===== src/hw/mem_pkg.sv =====
package mem_pkg;

    localparam int ADDR_W      = 32;
    localparam int TLB_ENTRIES = 8;
    localparam int TLB_IDX_W   = $clog2(TLB_ENTRIES);
    localparam int RAM_WORDS   = 256;
    localparam int RAM_AW      = $clog2(RAM_WORDS);
    // 16-byte lines, 16 line indices
    localparam int LINE_OFF_W  = 4;
    localparam int LINE_IDX_W  = 4;

    typedef enum logic [3:0] {
        NOP   = 4'd0,
        LD_B  = 4'd1,
        LD_BU = 4'd2,
        LD_H  = 4'd3,
        LD_HU = 4'd4,
        LD_W  = 4'd5,
        ST_B  = 4'd6,
        ST_H  = 4'd7,
        ST_W  = 4'd8,
        LL    = 4'd9,
        SC    = 4'd10
    } mem_op_e;

    typedef enum logic [2:0] {
        NONE = 3'd0,
        ADEM = 3'd1,
        TLBR = 3'd2,
        PIL  = 3'd3,
        PIS  = 3'd4,
        PPI  = 3'd5,
        PME  = 3'd6
    } ecode_e;

    typedef struct packed {
        logic [19:0] vppn;
        logic [19:0] ppn;
        logic        e;
        logic        v;
        logic        d;
        logic [1:0]  plv;
        logic [1:0]  mat;
    } tlb_entry_t;

    // Size encoding is 0 byte, 1 half, 2 word
    typedef struct packed {
        logic        load;
        logic        store;
        logic        ll;
        logic        sc;
        logic [1:0]  size;
        logic        sign;
        logic [3:0]  sel;
        logic [31:0] sdata;
        logic [1:0]  off;
    } dec_op_t;

endpackage


===== src/hw/mem_req_if.sv =====
`timescale 1ns/1ps

interface mem_req_if;
    import mem_pkg::*;

    logic              en;
    logic              we;
    logic [RAM_AW-1:0] word_addr;
    logic [3:0]        sel;
    logic [31:0]       wdata;
    logic [31:0]       rdata;

    modport master (
        output en, we, word_addr, sel, wdata,
        input  rdata
    );

    modport slave (
        input  en, we, word_addr, sel, wdata,
        output rdata
    );

endinterface


===== src/hw/mem1_stage.sv =====
`timescale 1ns/1ps

module mem1_stage (
    input  logic                        clk,
    input  logic                        rst,
    input  logic                        issue_i,
    input  logic [4:0]                  rd_i,
    input  mem_pkg::dec_op_t            dec_i,
    input  logic [mem_pkg::ADDR_W-1:0]  paddr_i,
    input  logic                        excp_i,
    input  mem_pkg::ecode_e             ecode_i,
    output logic                        ready_o,
    mem_req_if.master                   ram,
    output logic                        buf_valid_o,
    output logic                        buf_wreg_o,
    output logic [4:0]                  buf_waddr_o,
    output logic                        buf_sc_wdata_o,
    output logic                        buf_load_o,
    output logic [1:0]                  buf_size_o,
    output logic                        buf_sign_o,
    output logic [1:0]                  buf_off_o,
    output logic                        buf_excp_o,
    output mem_pkg::ecode_e             buf_ecode_o
);
    import mem_pkg::*;

    logic                  access;
    logic                  accept;
    logic                  sc_drop;
    logic                  link;
    logic [LINE_IDX_W-1:0] line_idx;
    logic                  last_st_valid;
    logic [LINE_IDX_W-1:0] last_st_idx;

    assign access = dec_i.load | dec_i.store;
    assign line_idx = paddr_i[LINE_OFF_W+LINE_IDX_W-1:LINE_OFF_W];

    // Hold off one cycle behind a store to the same line
    assign ready_o = ~(access & last_st_valid & (last_st_idx == line_idx));
    assign accept = issue_i & ready_o;

    // SC without the link bit writes nothing
    assign sc_drop = dec_i.sc & ~link;

    assign ram.en = accept & access & ~excp_i & ~sc_drop;
    assign ram.we = dec_i.store;
    assign ram.word_addr = paddr_i[RAM_AW+1:2];
    assign ram.sel = dec_i.sel;
    assign ram.wdata = dec_i.sdata;

    always_ff @(posedge clk) begin
        if (rst) begin
            last_st_valid <= 1'b0;
            last_st_idx <= '0;
        end else begin
            last_st_valid <= ram.en & ram.we;
            last_st_idx <= line_idx;
        end
    end

    always_ff @(posedge clk) begin
        if (rst) begin
            link <= 1'b0;
        end else if (accept && !excp_i) begin
            if (dec_i.ll) begin
                link <= 1'b1;
            end else if (dec_i.sc) begin
                link <= 1'b0;
            end
        end
    end

    always_ff @(posedge clk) begin
        if (rst) begin
            buf_valid_o <= 1'b0;
        end else begin
            buf_valid_o <= accept;
        end
    end

    always_ff @(posedge clk) begin
        if (accept) begin
            buf_wreg_o <= ~excp_i & (dec_i.load | dec_i.sc);
            buf_waddr_o <= rd_i;
            buf_sc_wdata_o <= link;
            buf_load_o <= dec_i.load;
            buf_size_o <= dec_i.size;
            buf_sign_o <= dec_i.sign;
            buf_off_o <= dec_i.off;
            buf_excp_o <= excp_i;
            buf_ecode_o <= ecode_i;
        end
    end

endmodule


===== src/flat_wrapper.sv =====
// flat-port wrapper written by rule: the top's interface ports become plain ports
module mem1_stage_flat import mem_pkg::*;
  (clk, rst, issue_i, rd_i, dec_i, paddr_i, excp_i, ecode_i, ready_o, buf_valid_o, buf_wreg_o, buf_waddr_o, buf_sc_wdata_o, buf_load_o, buf_size_o, buf_sign_o, buf_off_o, buf_excp_o, buf_ecode_o, ram_en, ram_we, ram_word_addr, ram_sel, ram_wdata, ram_rdata);
  mem_req_if ram_i ();
  input  logic clk;
  input  logic rst;
  input  logic issue_i;
  input  logic [4:0] rd_i;
  input  mem_pkg::dec_op_t dec_i;
  input  logic [mem_pkg::ADDR_W-1:0] paddr_i;
  input  logic excp_i;
  input  mem_pkg::ecode_e ecode_i;
  output logic ready_o;
  output logic buf_valid_o;
  output logic buf_wreg_o;
  output logic [4:0] buf_waddr_o;
  output logic buf_sc_wdata_o;
  output logic buf_load_o;
  output logic [1:0] buf_size_o;
  output logic buf_sign_o;
  output logic [1:0] buf_off_o;
  output logic buf_excp_o;
  output mem_pkg::ecode_e buf_ecode_o;
  output wire logic [$bits(ram_i.en)-1:0] ram_en;
  output wire logic [$bits(ram_i.we)-1:0] ram_we;
  output wire logic [$bits(ram_i.word_addr)-1:0] ram_word_addr;
  output wire logic [$bits(ram_i.sel)-1:0] ram_sel;
  output wire logic [$bits(ram_i.wdata)-1:0] ram_wdata;
  input wire logic [$bits(ram_i.rdata)-1:0] ram_rdata;
  assign ram_en = ram_i.en;
  assign ram_we = ram_i.we;
  assign ram_word_addr = ram_i.word_addr;
  assign ram_sel = ram_i.sel;
  assign ram_wdata = ram_i.wdata;
  assign ram_i.rdata = ram_rdata;
  mem1_stage u_core (.clk(clk), .rst(rst), .issue_i(issue_i), .rd_i(rd_i), .dec_i(dec_i), .paddr_i(paddr_i), .excp_i(excp_i), .ecode_i(ecode_i), .ready_o(ready_o), .ram(ram_i), .buf_valid_o(buf_valid_o), .buf_wreg_o(buf_wreg_o), .buf_waddr_o(buf_waddr_o), .buf_sc_wdata_o(buf_sc_wdata_o), .buf_load_o(buf_load_o), .buf_size_o(buf_size_o), .buf_sign_o(buf_sign_o), .buf_off_o(buf_off_o), .buf_excp_o(buf_excp_o), .buf_ecode_o(buf_ecode_o));
endmodule

===== config.mk =====
export PLATFORM = sky130hd
export DESIGN_NAME = mem1_stage_flat
export DESIGN_NICKNAME = d
export VERILOG_FILES = /design/src/hw/mem_pkg.sv /design/src/hw/mem_req_if.sv /design/src/hw/mem1_stage.sv /design/src/flat_wrapper.sv
export SDC_FILE = /design/constraint.sdc
export NUM_CORES = 1
export LEC_CHECK = 0
export BUFFER_PORTS_ARGS = -buffer_cell sky130_fd_sc_hd__clkbuf_2
export CORE_AREA = 2 2 72 74
export DETAILED_ROUTE_END_ITERATION = 8
export DIE_AREA = 0 0 74 76
export GPL_ROUTABILITY_DRIVEN = 1
export GPL_TIMING_DRIVEN = 0
export PLACE_DENSITY = 0.68
export SYNTH_ARGS = -nofsm -noshare
export SYNTH_HDL_FRONTEND = slang
export SYNTH_SLANG_ARGS = --single-unit

===== constraint.sdc =====
create_clock -name clk -period 4.19 [get_ports clk]
set_clock_uncertainty 0.05 [all_clocks]
set_input_delay 0.838 -clock clk [delete_from_list [all_inputs] [get_ports clk]]
set_output_delay 0.838 -clock clk [all_outputs]
set_load 0.05 [all_outputs]

==> metrics.txt, run 1 <==
die height=76 um; vias per cell=3.59; CP Max Fanout=4; Final period util=0.651; sequential cell area fraction in the yosys report=0.556; crit path cell chain=clkbuf_2 -> nor2_1 -> nand3b_2 -> o21ai_2 -> nor3_1 -> clkbuf_2; vias in the first global route=783; gp weighted congestion=0.678; Yosys reg bits=24; FF-to-FF setup slack=2.62 ns; initial antenna violation count=0; Slew Viols, Final=0; Crit. Startpoint=dec_i[43]; post-route ant nets=0; final hold violation count=0; drc violations=0; Setup Viol. Count Final=0; CTS Sinks=24; Buf/Inv on CP=2; Worst setup EP type=output port; CTS tree=built; routed vias=927; DR iter-0 viols=44; status=complete, no violations; Initial Util=0.238; Worst slew margin=0.599; largest net degree at the start of global routing=18; clock transition at the registers of the reported paths=0.08 ns; first-pass GRT wire length=3450 um; # nets final=310; largest stage delay on the critical path=0.31 ns; Util after Layout=0.358; clock tree root buffer cell=clkbuf_8; crit path kind=in2out; Worst Hold Depth=0; CP dominant cell by count=clkbuf_2; synthesized area per cell=12.3 um^2; WP data required=3.30 ns; Die X=74 um; Area Growth Syn to Fin=50.2%; Setup Fix Bufs, Post-CTS=0; Crit Reg-Reg Startpoint=u_core.last_st_idx[1]; Total GRT Usage=0.0752; leakage power=0.000894 uW; IO Port Bufs=89; Synth Net Count=216; maximum VDD drop=0.000103 V; reg-to-reg critical path endpoint=u_core.buf_waddr_o[3]; Yosys cell types=18; Synth Warn #=0; Rows=26; post-synthesis cell count=95; setup TNS=0 ns; H-tree depth=1; HP Start=u_core.link; hold buffers post-CTS=0; DRT Pass-1 Iters=3; total gr overflow=0; max frequency=367 MHz; crit path DAT=1.84 ns; # diodes=0; commonest non-fill, non-tap cell in the layout=clkbuf_2; crit path max-delay cell type=clkbuf_2; WL final=2340 um; Clock Latency Late Sink=0.25 ns; Worst setup SP type=input pin; share of layout cells above drive strength 1=0.755; Ports=186; Top Family by Delay on Critical Path=simple AND/OR/NAND/NOR gates; hold path endpoint=u_core.buf_sc_wdata_o; PD cells=356 mW/mm^2; # Max-Cap Violations=0; Hold Path Class=reg2reg; die area=0.00562 mm^2; CTS Buf Count=3; Reg2Reg Depth=4; worst-case clock buffer depth=2; unrepaired setup endpoints after global routing=no; Post-CTS Resized=0; Worst Max-Slew Pin Slew=0.601 ns; most frequent cells in the layout=89 x clkbuf_2, 45 x buf_4, 17 x edfxtp_1, 7 x dfxtp_1, 6 x nor2b_1; crit path time final=2.73 ns; DR WL/cell=9.08 um; Core Region=0.00491 mm^2; cell area after synthesis=0.00117 mm^2
[worst max path at each step]
stage              to  cells past startpoint
6_report       ram_en                      6
4_1_cts        ram_en                      6
5_1_grt        ram_en                      6
2_1_floorplan  ram_en                      4
3_3_place_gp   ram_en                      6
3_5_place_dp   ram_en                      6
[cell type report]
| class | instances | area [um^2] |
|---|---|---|
| fillers | 492 | 3150 |
| flip-flops and latches | 24 | 651 |
| repair buffers | 89 | 445 |
| plain buffers | 45 | 338 |
| multi-input cells | 25 | 179 |
| well taps | 70 | 87.6 |
| clock buffers | 4 | 55.1 |
| inverters | 1 | 3.75 |
[cells by family after synthesis]
logic type	synth area share
flip-flops	0.556
buffers and inverters	0.292
AO/OA/AOI/OAI	0.0256
XOR/XNOR	0.0299
AND/OR/NAND/NOR	0.0972
[routing by layer]
layer,part of all wire,GRT usage,wire length (um)
met1,0.37,0.0868,867
met2,0.46,0.135,1090
met4,0.0026,0.0164,6
met5,0,0,0
met3,0.16,0.0212,383
[registers in the layout, indices dropped and copies added, names as in the netlist, 2 cells and up]
register            cells
u_core.buf_waddr_o      5
u_core.last_st_idx      4
u_core.buf_ecode_o      3
u_core.buf_off_o        2
u_core.buf_size_o       2
[power breakdown]
group	leakage [uW]	total [uW]	internal, uW	switching (uW)
Combinational	0.000641	208	61.4	147
Clock	0.0000288	147	83.5	63.6
Sequential	0.000225	271	268	3.45
[Yosys cell counts, drive strengths merged]
library cell,count,area (um^2)
nand3b,1,11.3
nor3,1,5.00
inv,1,3.75
xnor2,4,35.0
o2bb2ai,1,8.76
nand3,1,10.0
or2,1,6.26
nor2,4,15.0
nor4b,1,15.0
o211ai,1,7.51
o21ai,2,13.8
nor2b,6,37.5
nand2b,1,6.26
buf,45,338
edfxtp,17,510
dfxtp,7,140
and2b,1,7.51
[through the flow]
stage | hold slack, ns | worst slack [ns] | power (uW) | cell area [um^2] | cells
after detailed placement | 0.405 | 1.45 | 486 | 1700 | 254
after floorplan | 0.373 | 1.05 | 442 | 1170 | 95
after CTS | 0.426 | 1.44 | 635 | 1760 | 258
final | 0.431 | 1.46 | 627 | 1760 | 258
after global placement | 0.394 | 1.47 | 485 | 1700 | 254
after global routing | 0.436 | 1.31 | 652 | 1760 | 258
[worst reg2reg max path: stages (launching register included)]
cell,delay [ns]
dfxtp_1,0.31
xnor2_1,0.18
nand3b_2,0.14
o21ai_0,0.22
inv_1,0.32
Note: power is estimated with default switching activity, not from simulation.
==> run 2, diff against run 1 <==
--- a/config.mk
+++ b/config.mk
@@ -6,12 +6,12 @@
 export NUM_CORES = 1
 export LEC_CHECK = 0
 export BUFFER_PORTS_ARGS = -buffer_cell sky130_fd_sc_hd__clkbuf_2
-export CORE_AREA = 2 2 72 74
+export CORE_AREA = 2 2 73 75
 export DETAILED_ROUTE_END_ITERATION = 8
-export DIE_AREA = 0 0 74 76
+export DIE_AREA = 0 0 75 77
 export GPL_ROUTABILITY_DRIVEN = 1
 export GPL_TIMING_DRIVEN = 0
-export PLACE_DENSITY = 0.68
+export PLACE_DENSITY = 0.69
 export SYNTH_ARGS = -nofsm -noshare
 export SYNTH_HDL_FRONTEND = slang
 export SYNTH_SLANG_ARGS = --single-unit
==> constraint.sdc (replaced) <==
create_clock -name clk -period 2.4 [get_ports clk]
set_clock_uncertainty 0.05 [all_clocks]
set_input_delay 0.48 -clock clk [delete_from_list [all_inputs] [get_ports clk]]
set_output_delay 0.48 -clock clk [all_outputs]
set_load 0.05 [all_outputs]
==> run 2 against run 1 <==
Net effect: sequential cell count is the same; combinational power grew 75%; worst setup slack lost 1.1 ns; non-clock buffer count is the same; critical path depth is the same; cell count is the same; global-route usage grew 0.90 points; count of clock-buffer cells in the layout is the same; power grew 82%; wire length grew 7.7%; first-iteration DRC count shrank 89%.
==> metrics.txt, run 2 (same netlist as run 1, synthesis figures left out) <==
status=complete, no violations; Worst Max-Slew Pin Slew=0.599 ns (-0.00229 ns); Slew Viols, Final=0 (unchanged); Post-CTS Resized=0 (unchanged); final hold violation count=0 (unchanged); Util after Layout=0.357 (-0.00141); Total GRT Usage=0.0842 (+0.00900); Setup Fix Bufs, Post-CTS=0 (unchanged); Final period util=0.830; crit path DAT=1.46 ns (-0.38 ns); Ports=186 (unchanged); # diodes=0 (unchanged); DRT Pass-1 Iters=4 (+1); WP data required=1.87 ns (-1.43 ns); CTS tree=built; most frequent cells in the layout=89 x clkbuf_2, 45 x buf_4, 17 x edfxtp_1, 7 x dfxtp_1, 6 x nor2b_1; max frequency=502 MHz; share of layout cells above drive strength 1=0.761 (+0.00532); CTS Sinks=24 (unchanged); clock transition at the registers of the reported paths=0.09 ns (about the same); # nets final=310 (unchanged); Worst setup EP type=output port; commonest non-fill, non-tap cell in the layout=clkbuf_2; Largest regs=u_core.buf_waddr_o x5, u_core.last_st_idx x4, u_core.buf_ecode_o x3; Area Growth Syn to Fin=51.6%; # Max-Cap Violations=0 (unchanged); Rows=26 (unchanged); CP Max Fanout=4 (unchanged); Setup Viol. Count Final=0 (unchanged); Clock Latency Late Sink=0.26 ns (about the same); DR WL/cell=9.78 um (+7.7%); total gr overflow=0 (unchanged); Worst Hold Depth=1 (+1); vias per cell=3.49 (-2.9%); H-tree depth=1 (unchanged); Biggest register=u_core.buf_waddr_o; Initial Util=0.235 (-0.00312); unrepaired setup endpoints after global routing=no; IO Port Bufs=89 (unchanged); largest net degree at the start of global routing=18 (unchanged); initial antenna violation count=0 (unchanged); die height=77 um (+1.3%); PD cells=643 mW/mm^2 (+81%); post-route ant nets=0 (unchanged); CTS Buf Count=3 (unchanged); Worst slew margin=0.601 (+0.00153); maximum VDD drop=0.000259 V (+150%); crit path kind=in2out; Die X=75 um (+1.4%); clock tree root buffer cell=clkbuf_8; Post-DP HPWL=2190 um; vias in the first global route=887 (+13%); worst-case clock buffer depth=2 (unchanged); drc violations=0 (unchanged); number of flip-flops in the largest register=5 (unchanged); first-pass GRT wire length=3770 um (+9.4%); Reg2Reg Depth=4 (unchanged); die area=0.00578 mm^2 (+2.7%); routed vias=900 (-2.9%); Core Region=0.00498 mm^2 (+1.3%); Hold Path Class=in2reg; Worst setup SP type=input pin; leakage power=0.000901 uW (+0.69%); setup TNS=0 ns (unchanged); crit path time final=1.99 ns; WL final=2520 um (+7.7%); DR iter-0 viols=5 (-89%); hold buffers post-CTS=0 (unchanged); gp weighted congestion=0.705 (+4.0%)
run 2: cell count changes in the layout (fill, tap and decap cells not counted):
cell	previous run	this run
clkbuf_8	4	3
nor3_1	1	0
nor3_2	0	1
clkbuf_16	0	1
run 2: critical path: stages:
cell and delay, ns:
clkbuf_2 0.10, xnor2_1 0.18, nand3_2 0.14, o21ai_2 0.24, nor3_2 0.07, clkbuf_2 0.24
run 2: final timing paths:
| check | slack (ns) | to | start |
|---|---|---|---|
| hold / removal | 0.34 | u_core.buf_off_o[0] | dec_i[0] |
| setup / recovery | 0.41 | ram_en | paddr_i[6] |
| hold reg to reg | 0.41 | u_core.buf_sc_wdata_o | u_core.link |
| setup reg to reg | 0.81 | u_core.buf_ecode_o[1] | u_core.last_st_idx[2] |
run 2: per-stage QoR:
stage / hold WS, ns / power (uW) / worst slack (ns) / instances / cell area (um^2)
2_1_floorplan: 0.373 / 772 / 0.358 / 95 / 1180
3_3_place_gp: 0.391 / 847 / 0.408 / 254 / 1710
3_5_place_dp: 0.398 / 851 / 0.387 / 254 / 1710
4_1_cts: 0.335 / 1160 / 0.386 / 258 / 1780
5_1_grt: 0.332 / 1190 / 0.292 / 258 / 1780
6_report: 0.342 / 1140 / 0.409 / 258 / 1780
run 2: final cells by class:
| class | count | area [um^2] |
|---|---|---|
| Tap cell | 70 | 87.6 |
| Clock buffer | 4 | 66.3 |
| Inverter | 1 | 3.75 |
| Buffer | 45 | 338 |
| Multi-Input combinational cell | 25 | 184 |
| Timing Repair Buffer | 89 | 445 |
| Sequential cell | 24 | 651 |
| Fill cell | 521 | 3200 |
run 2: metal layers:
layer	track usage	vias to the layer above	wire length, um
met1	0.0864	359	947
met2	0.141	85	1090
met4	0.0268	0	19
met5	0	-	0
met3	0.0486	2	462
li1	-	454	-
run 2: where the power goes:
part / total [uW] / switching, uW / internal, uW
Combinational: 365 / 258 / 107
Sequential: 473 / 5.90 / 467
Clock: 304 / 124 / 181
==> run 3, diff against run 2 <==
--- a/config.mk
+++ b/config.mk
@@ -5,13 +5,14 @@
 export SDC_FILE = /design/constraint.sdc
 export NUM_CORES = 1
 export LEC_CHECK = 0
+export ABC_AREA = 1
 export BUFFER_PORTS_ARGS = -buffer_cell sky130_fd_sc_hd__clkbuf_2
-export CORE_AREA = 2 2 73 75
+export CORE_AREA = 2 2 71 73
 export DETAILED_ROUTE_END_ITERATION = 8
-export DIE_AREA = 0 0 75 77
+export DIE_AREA = 0 0 73 75
 export GPL_ROUTABILITY_DRIVEN = 1
 export GPL_TIMING_DRIVEN = 0
-export PLACE_DENSITY = 0.69
+export PLACE_DENSITY = 0.73
 export SYNTH_ARGS = -nofsm -noshare
 export SYNTH_HDL_FRONTEND = slang
 export SYNTH_SLANG_ARGS = --single-unit
==> constraint.sdc (replaced) <==
create_clock -name clk -period 1.8 [get_ports clk]
set_clock_uncertainty 0.05 [all_clocks]
set_input_delay 0.36 -clock clk [delete_from_list [all_inputs] [get_ports clk]]
set_output_delay 0.36 -clock clk [all_outputs]
set_load 0.05 [all_outputs]
==> run 3 against run 2 <==
Net effect: first-iteration DRC count rose to 7.0 times the previous value; clock power rose by 53%; die area fell by 5.2%; hold slack got worse by 0.13 ns; critical path depth rose by 4; area after synthesis rose by 1.1%; sequential cell count did not move; wire length rose by 17%; sequential power rose by 34%; sequential share of layout area fell by 1.6 points; critical endpoint unchanged; largest power group unchanged.
==> metrics.txt, run 3 <==
footprint of the multi-input gates=200 um^2 (+8.8%); Worst Max-Slew Pin Slew=0.330 ns (-0.268 ns); post-route ant nets=0 (unchanged); M3 GR Usage=0.0268 (-0.0218); # nets final=331 (+6.8%); status=complete, no violations; HP Start=rd_i[4]; Worst setup SP type=register; worst-case clock buffer depth=2 (unchanged); Worst slew margin=0.781 (+0.180); leakage power=0.000989 uW (+9.8%); Post-synth ARST share=0 (unchanged); initial antenna violation count=0 (unchanged); crit path max-delay cell type=dfxtp_2; largest stage delay on the critical path=0.34 ns (+0.10 ns); Slew Viols, Final=0 (unchanged); Largest regs=u_core.buf_waddr_o x5, u_core.last_st_idx x4, u_core.buf_ecode_o x3; Synth Area in Compound Gates=0.0222 (-0.00344); clock transition at the registers of the reported paths=0.08 ns (about the same); clock tree root buffer cell=clkbuf_8; CTS tree=built; largest net degree at the start of global routing=18 (unchanged); CTS Buf Count=3 (unchanged); drc violations=0 (unchanged); final hold violation count=0 (unchanged); IO Port Bufs=89 (unchanged); Yosys cell types=14 (-4); cell area after synthesis=0.00118 mm^2 (+1.1%); Ports=186 (unchanged); vias per cell=3.92 (+12%); fill count=466 (-11%); Area Growth Syn to Fin=57.8%; Synth Area in XOR/XNOR=0.00740 (-0.0225); Register Area=654 um^2 (+0.58%); crit path DAT=1.38 ns (-0.08 ns); Synth Area in Adders=0 (unchanged); Total GRT Usage=0.100 (+0.0161); PD cells=861 mW/mm^2 (+34%); Biggest register=u_core.buf_waddr_o; busiest metal layer after global routing=met2; mux contribution to synthesized area=0 (unchanged); die area=0.00548 mm^2 (-5.2%); most common cell in the netlist=buf_4; H-tree depth=1 (unchanged); crit path cell chain=inv_2 -> nand2_1 -> nand2_1 -> nor2_2 -> nand3_4 -> nand2_4 -> inv_8 -> o211ai_4 -> nor2_4 -> buf_8; Crit Reg-Reg Startpoint=u_core.last_st_idx[0]; routed vias=1032 (+15%); post-synth top area cell=edfxtp_1; WP data required=1.39 ns (-0.48 ns); Worst setup EP type=output port; total gr overflow=0 (unchanged); Buf/Inv on CP=3 (+1); Synth Warn #=0 (unchanged); number of flip-flops in the largest register=5 (unchanged); Crit. Startpoint=u_core.last_st_idx[3]; DR iter-0 viols=35 (+30); vias in the first global route=950 (+7.1%); die height=75 um (-2.6%); Setup Viol. Count Final=0 (unchanged); DRT Pass-1 Iters=4 (unchanged); Post-DP HPWL=2490 um (+14%); crit path kind=reg2out; placed insts=255 (+0.39%); Die X=73 um (-2.7%); CP Max Fanout=2 (-2); Core Region=0.00466 mm^2 (-6.4%); largest cells by area after synthesis=edfxtp_1 43%, buf_4 29%, dfxtp_1 12%, nand2_1 3.8%, nor2_1 3.8%; synth cell count leaders=45 x buf_4, 17 x edfxtp_1, 12 x nand2_1, 12 x nor2_1, 10 x inv_1; Reg2Reg Depth=8 (+4); unrepaired setup endpoints after global routing=yes; commonest non-fill, non-tap cell in the layout=clkbuf_2; Rows=25 (-3.8%); Clock Latency Late Sink=0.26 ns (about the same); CP dominant cell by count=nand2_1; post-route insts no fill=263 (+1.9%); final worst setup slack=0.0133 ns (-0.396 ns); Global Route met1 Usage=0.119 (+0.0328); Synth Net Count=233 (+7.9%); leading register cell type out of synthesis=edfxtp_1; most frequent cells in the layout=87 x clkbuf_2, 50 x buf_4, 17 x edfxtp_1, 9 x nor2_1, 9 x nand2_1; Post-synth EDFFs=17 (unchanged); Worst Hold Depth=1 (unchanged); sequential cell area fraction in the yosys report=0.550 (-0.00587); post-synthesis cell count=112 (+18%); post-synthesis simple-gate area fraction=0.100 (+0.00320); hold buffers post-CTS=0 (unchanged); first-pass GRT wire length=4120 um (+9.1%); met2 Track Usage GR=0.168 (+0.0269); crit path time final=1.79 ns; Place WS=-0.141 ns (-0.528 ns); share of the synthesized area in the top cell type=0.431 (-0.00461); share of layout cells above drive strength 1=0.756 (-0.00466); gp weighted congestion=0.734 (+4.2%); CTS Sinks=24 (unchanged); Hold Path Class=in2reg; Initial Util=0.254 (+0.0187); synthesized area per cell=10.6 um^2 (-14%); maximum VDD drop=0.000289 V (+12%); Top Family by Delay on Critical Path=simple AND/OR/NAND/NOR gates; WL final=2960 um (+17%); # diodes=0 (unchanged); Yosys reg bits=24 (unchanged); Critical Path Stages=10 (+4); max frequency=560 MHz; Final period util=0.993; # Max-Cap Violations=0 (unchanged); main combinational cell family by area after synthesis=buffers and inverters; DR WL/cell=11.3 um (+15%)
-- run 3: stage by stage --
| stage | total power (uW) | area, um^2 | hold WS, ns | TNS (ns) | util |
|---|---|---|---|---|---|
| global route | 1670 | 1870 | 0.203 | -0.0734 | 0.401 |
| finish | 1610 | 1870 | 0.215 | 0 | 0.401 |
| detailed placement | 1140 | 1730 | 0.434 | -0.141 | 0.370 |
| CTS | 1620 | 1850 | 0.207 | -0.0311 | 0.396 |
| global placement | 1140 | 1730 | 0.421 | -0.128 | 0.370 |
| floorplan | 1030 | 1210 | 0.372 | 0 | - |
-- run 3: cell type report --
type,count,area share
plain buffers,45,0.181
clock buffers,3,0.0221
clock inverters,1,0.0161
inverters,11,0.0261
multi-input cells,32,0.107
flip-flops and latches,24,0.350
well taps,54,0.0362
repair buffers,93,0.261
-- run 3: per-layer routing --
layer	up-vias	wire length [um]
met2	94	1390
met1	432	1130
met3	4	389
met5	-	0
met4	0	49
li1	502	-
-- run 3: what timing repair did --
action | 4_1_cts | 5_1_grt
buffers inserted | 3 | 1
resized for setup | 7 | 10
pin swaps | 5 | 6
endpoints found under the setup margin | 1 | 2
hold endpoints to repair | 0 | 0
cloned | 0 | 0
-- run 3: kinds of logic after synthesis --
group | count (synthesis)
AO/OA/AOI/OAI | 3
XOR/XNOR | 1
buffers and inverters | 56
flip-flops | 24
AND/OR/NAND/NOR | 28
-- run 3: worst paths after layout --
kind / to / slack, ns
max: ram_en / 0.01
min: u_core.buf_waddr_o[4] / 0.21
max reg2reg: u_core.buf_load_o / 0.46
min reg2reg: u_core.link / 0.48
-- run 3: where the power goes --
group | switching [uW] | internal (uW)
combinational | 361 | 150
clock | 169 | 297
sequential | 8.79 | 623
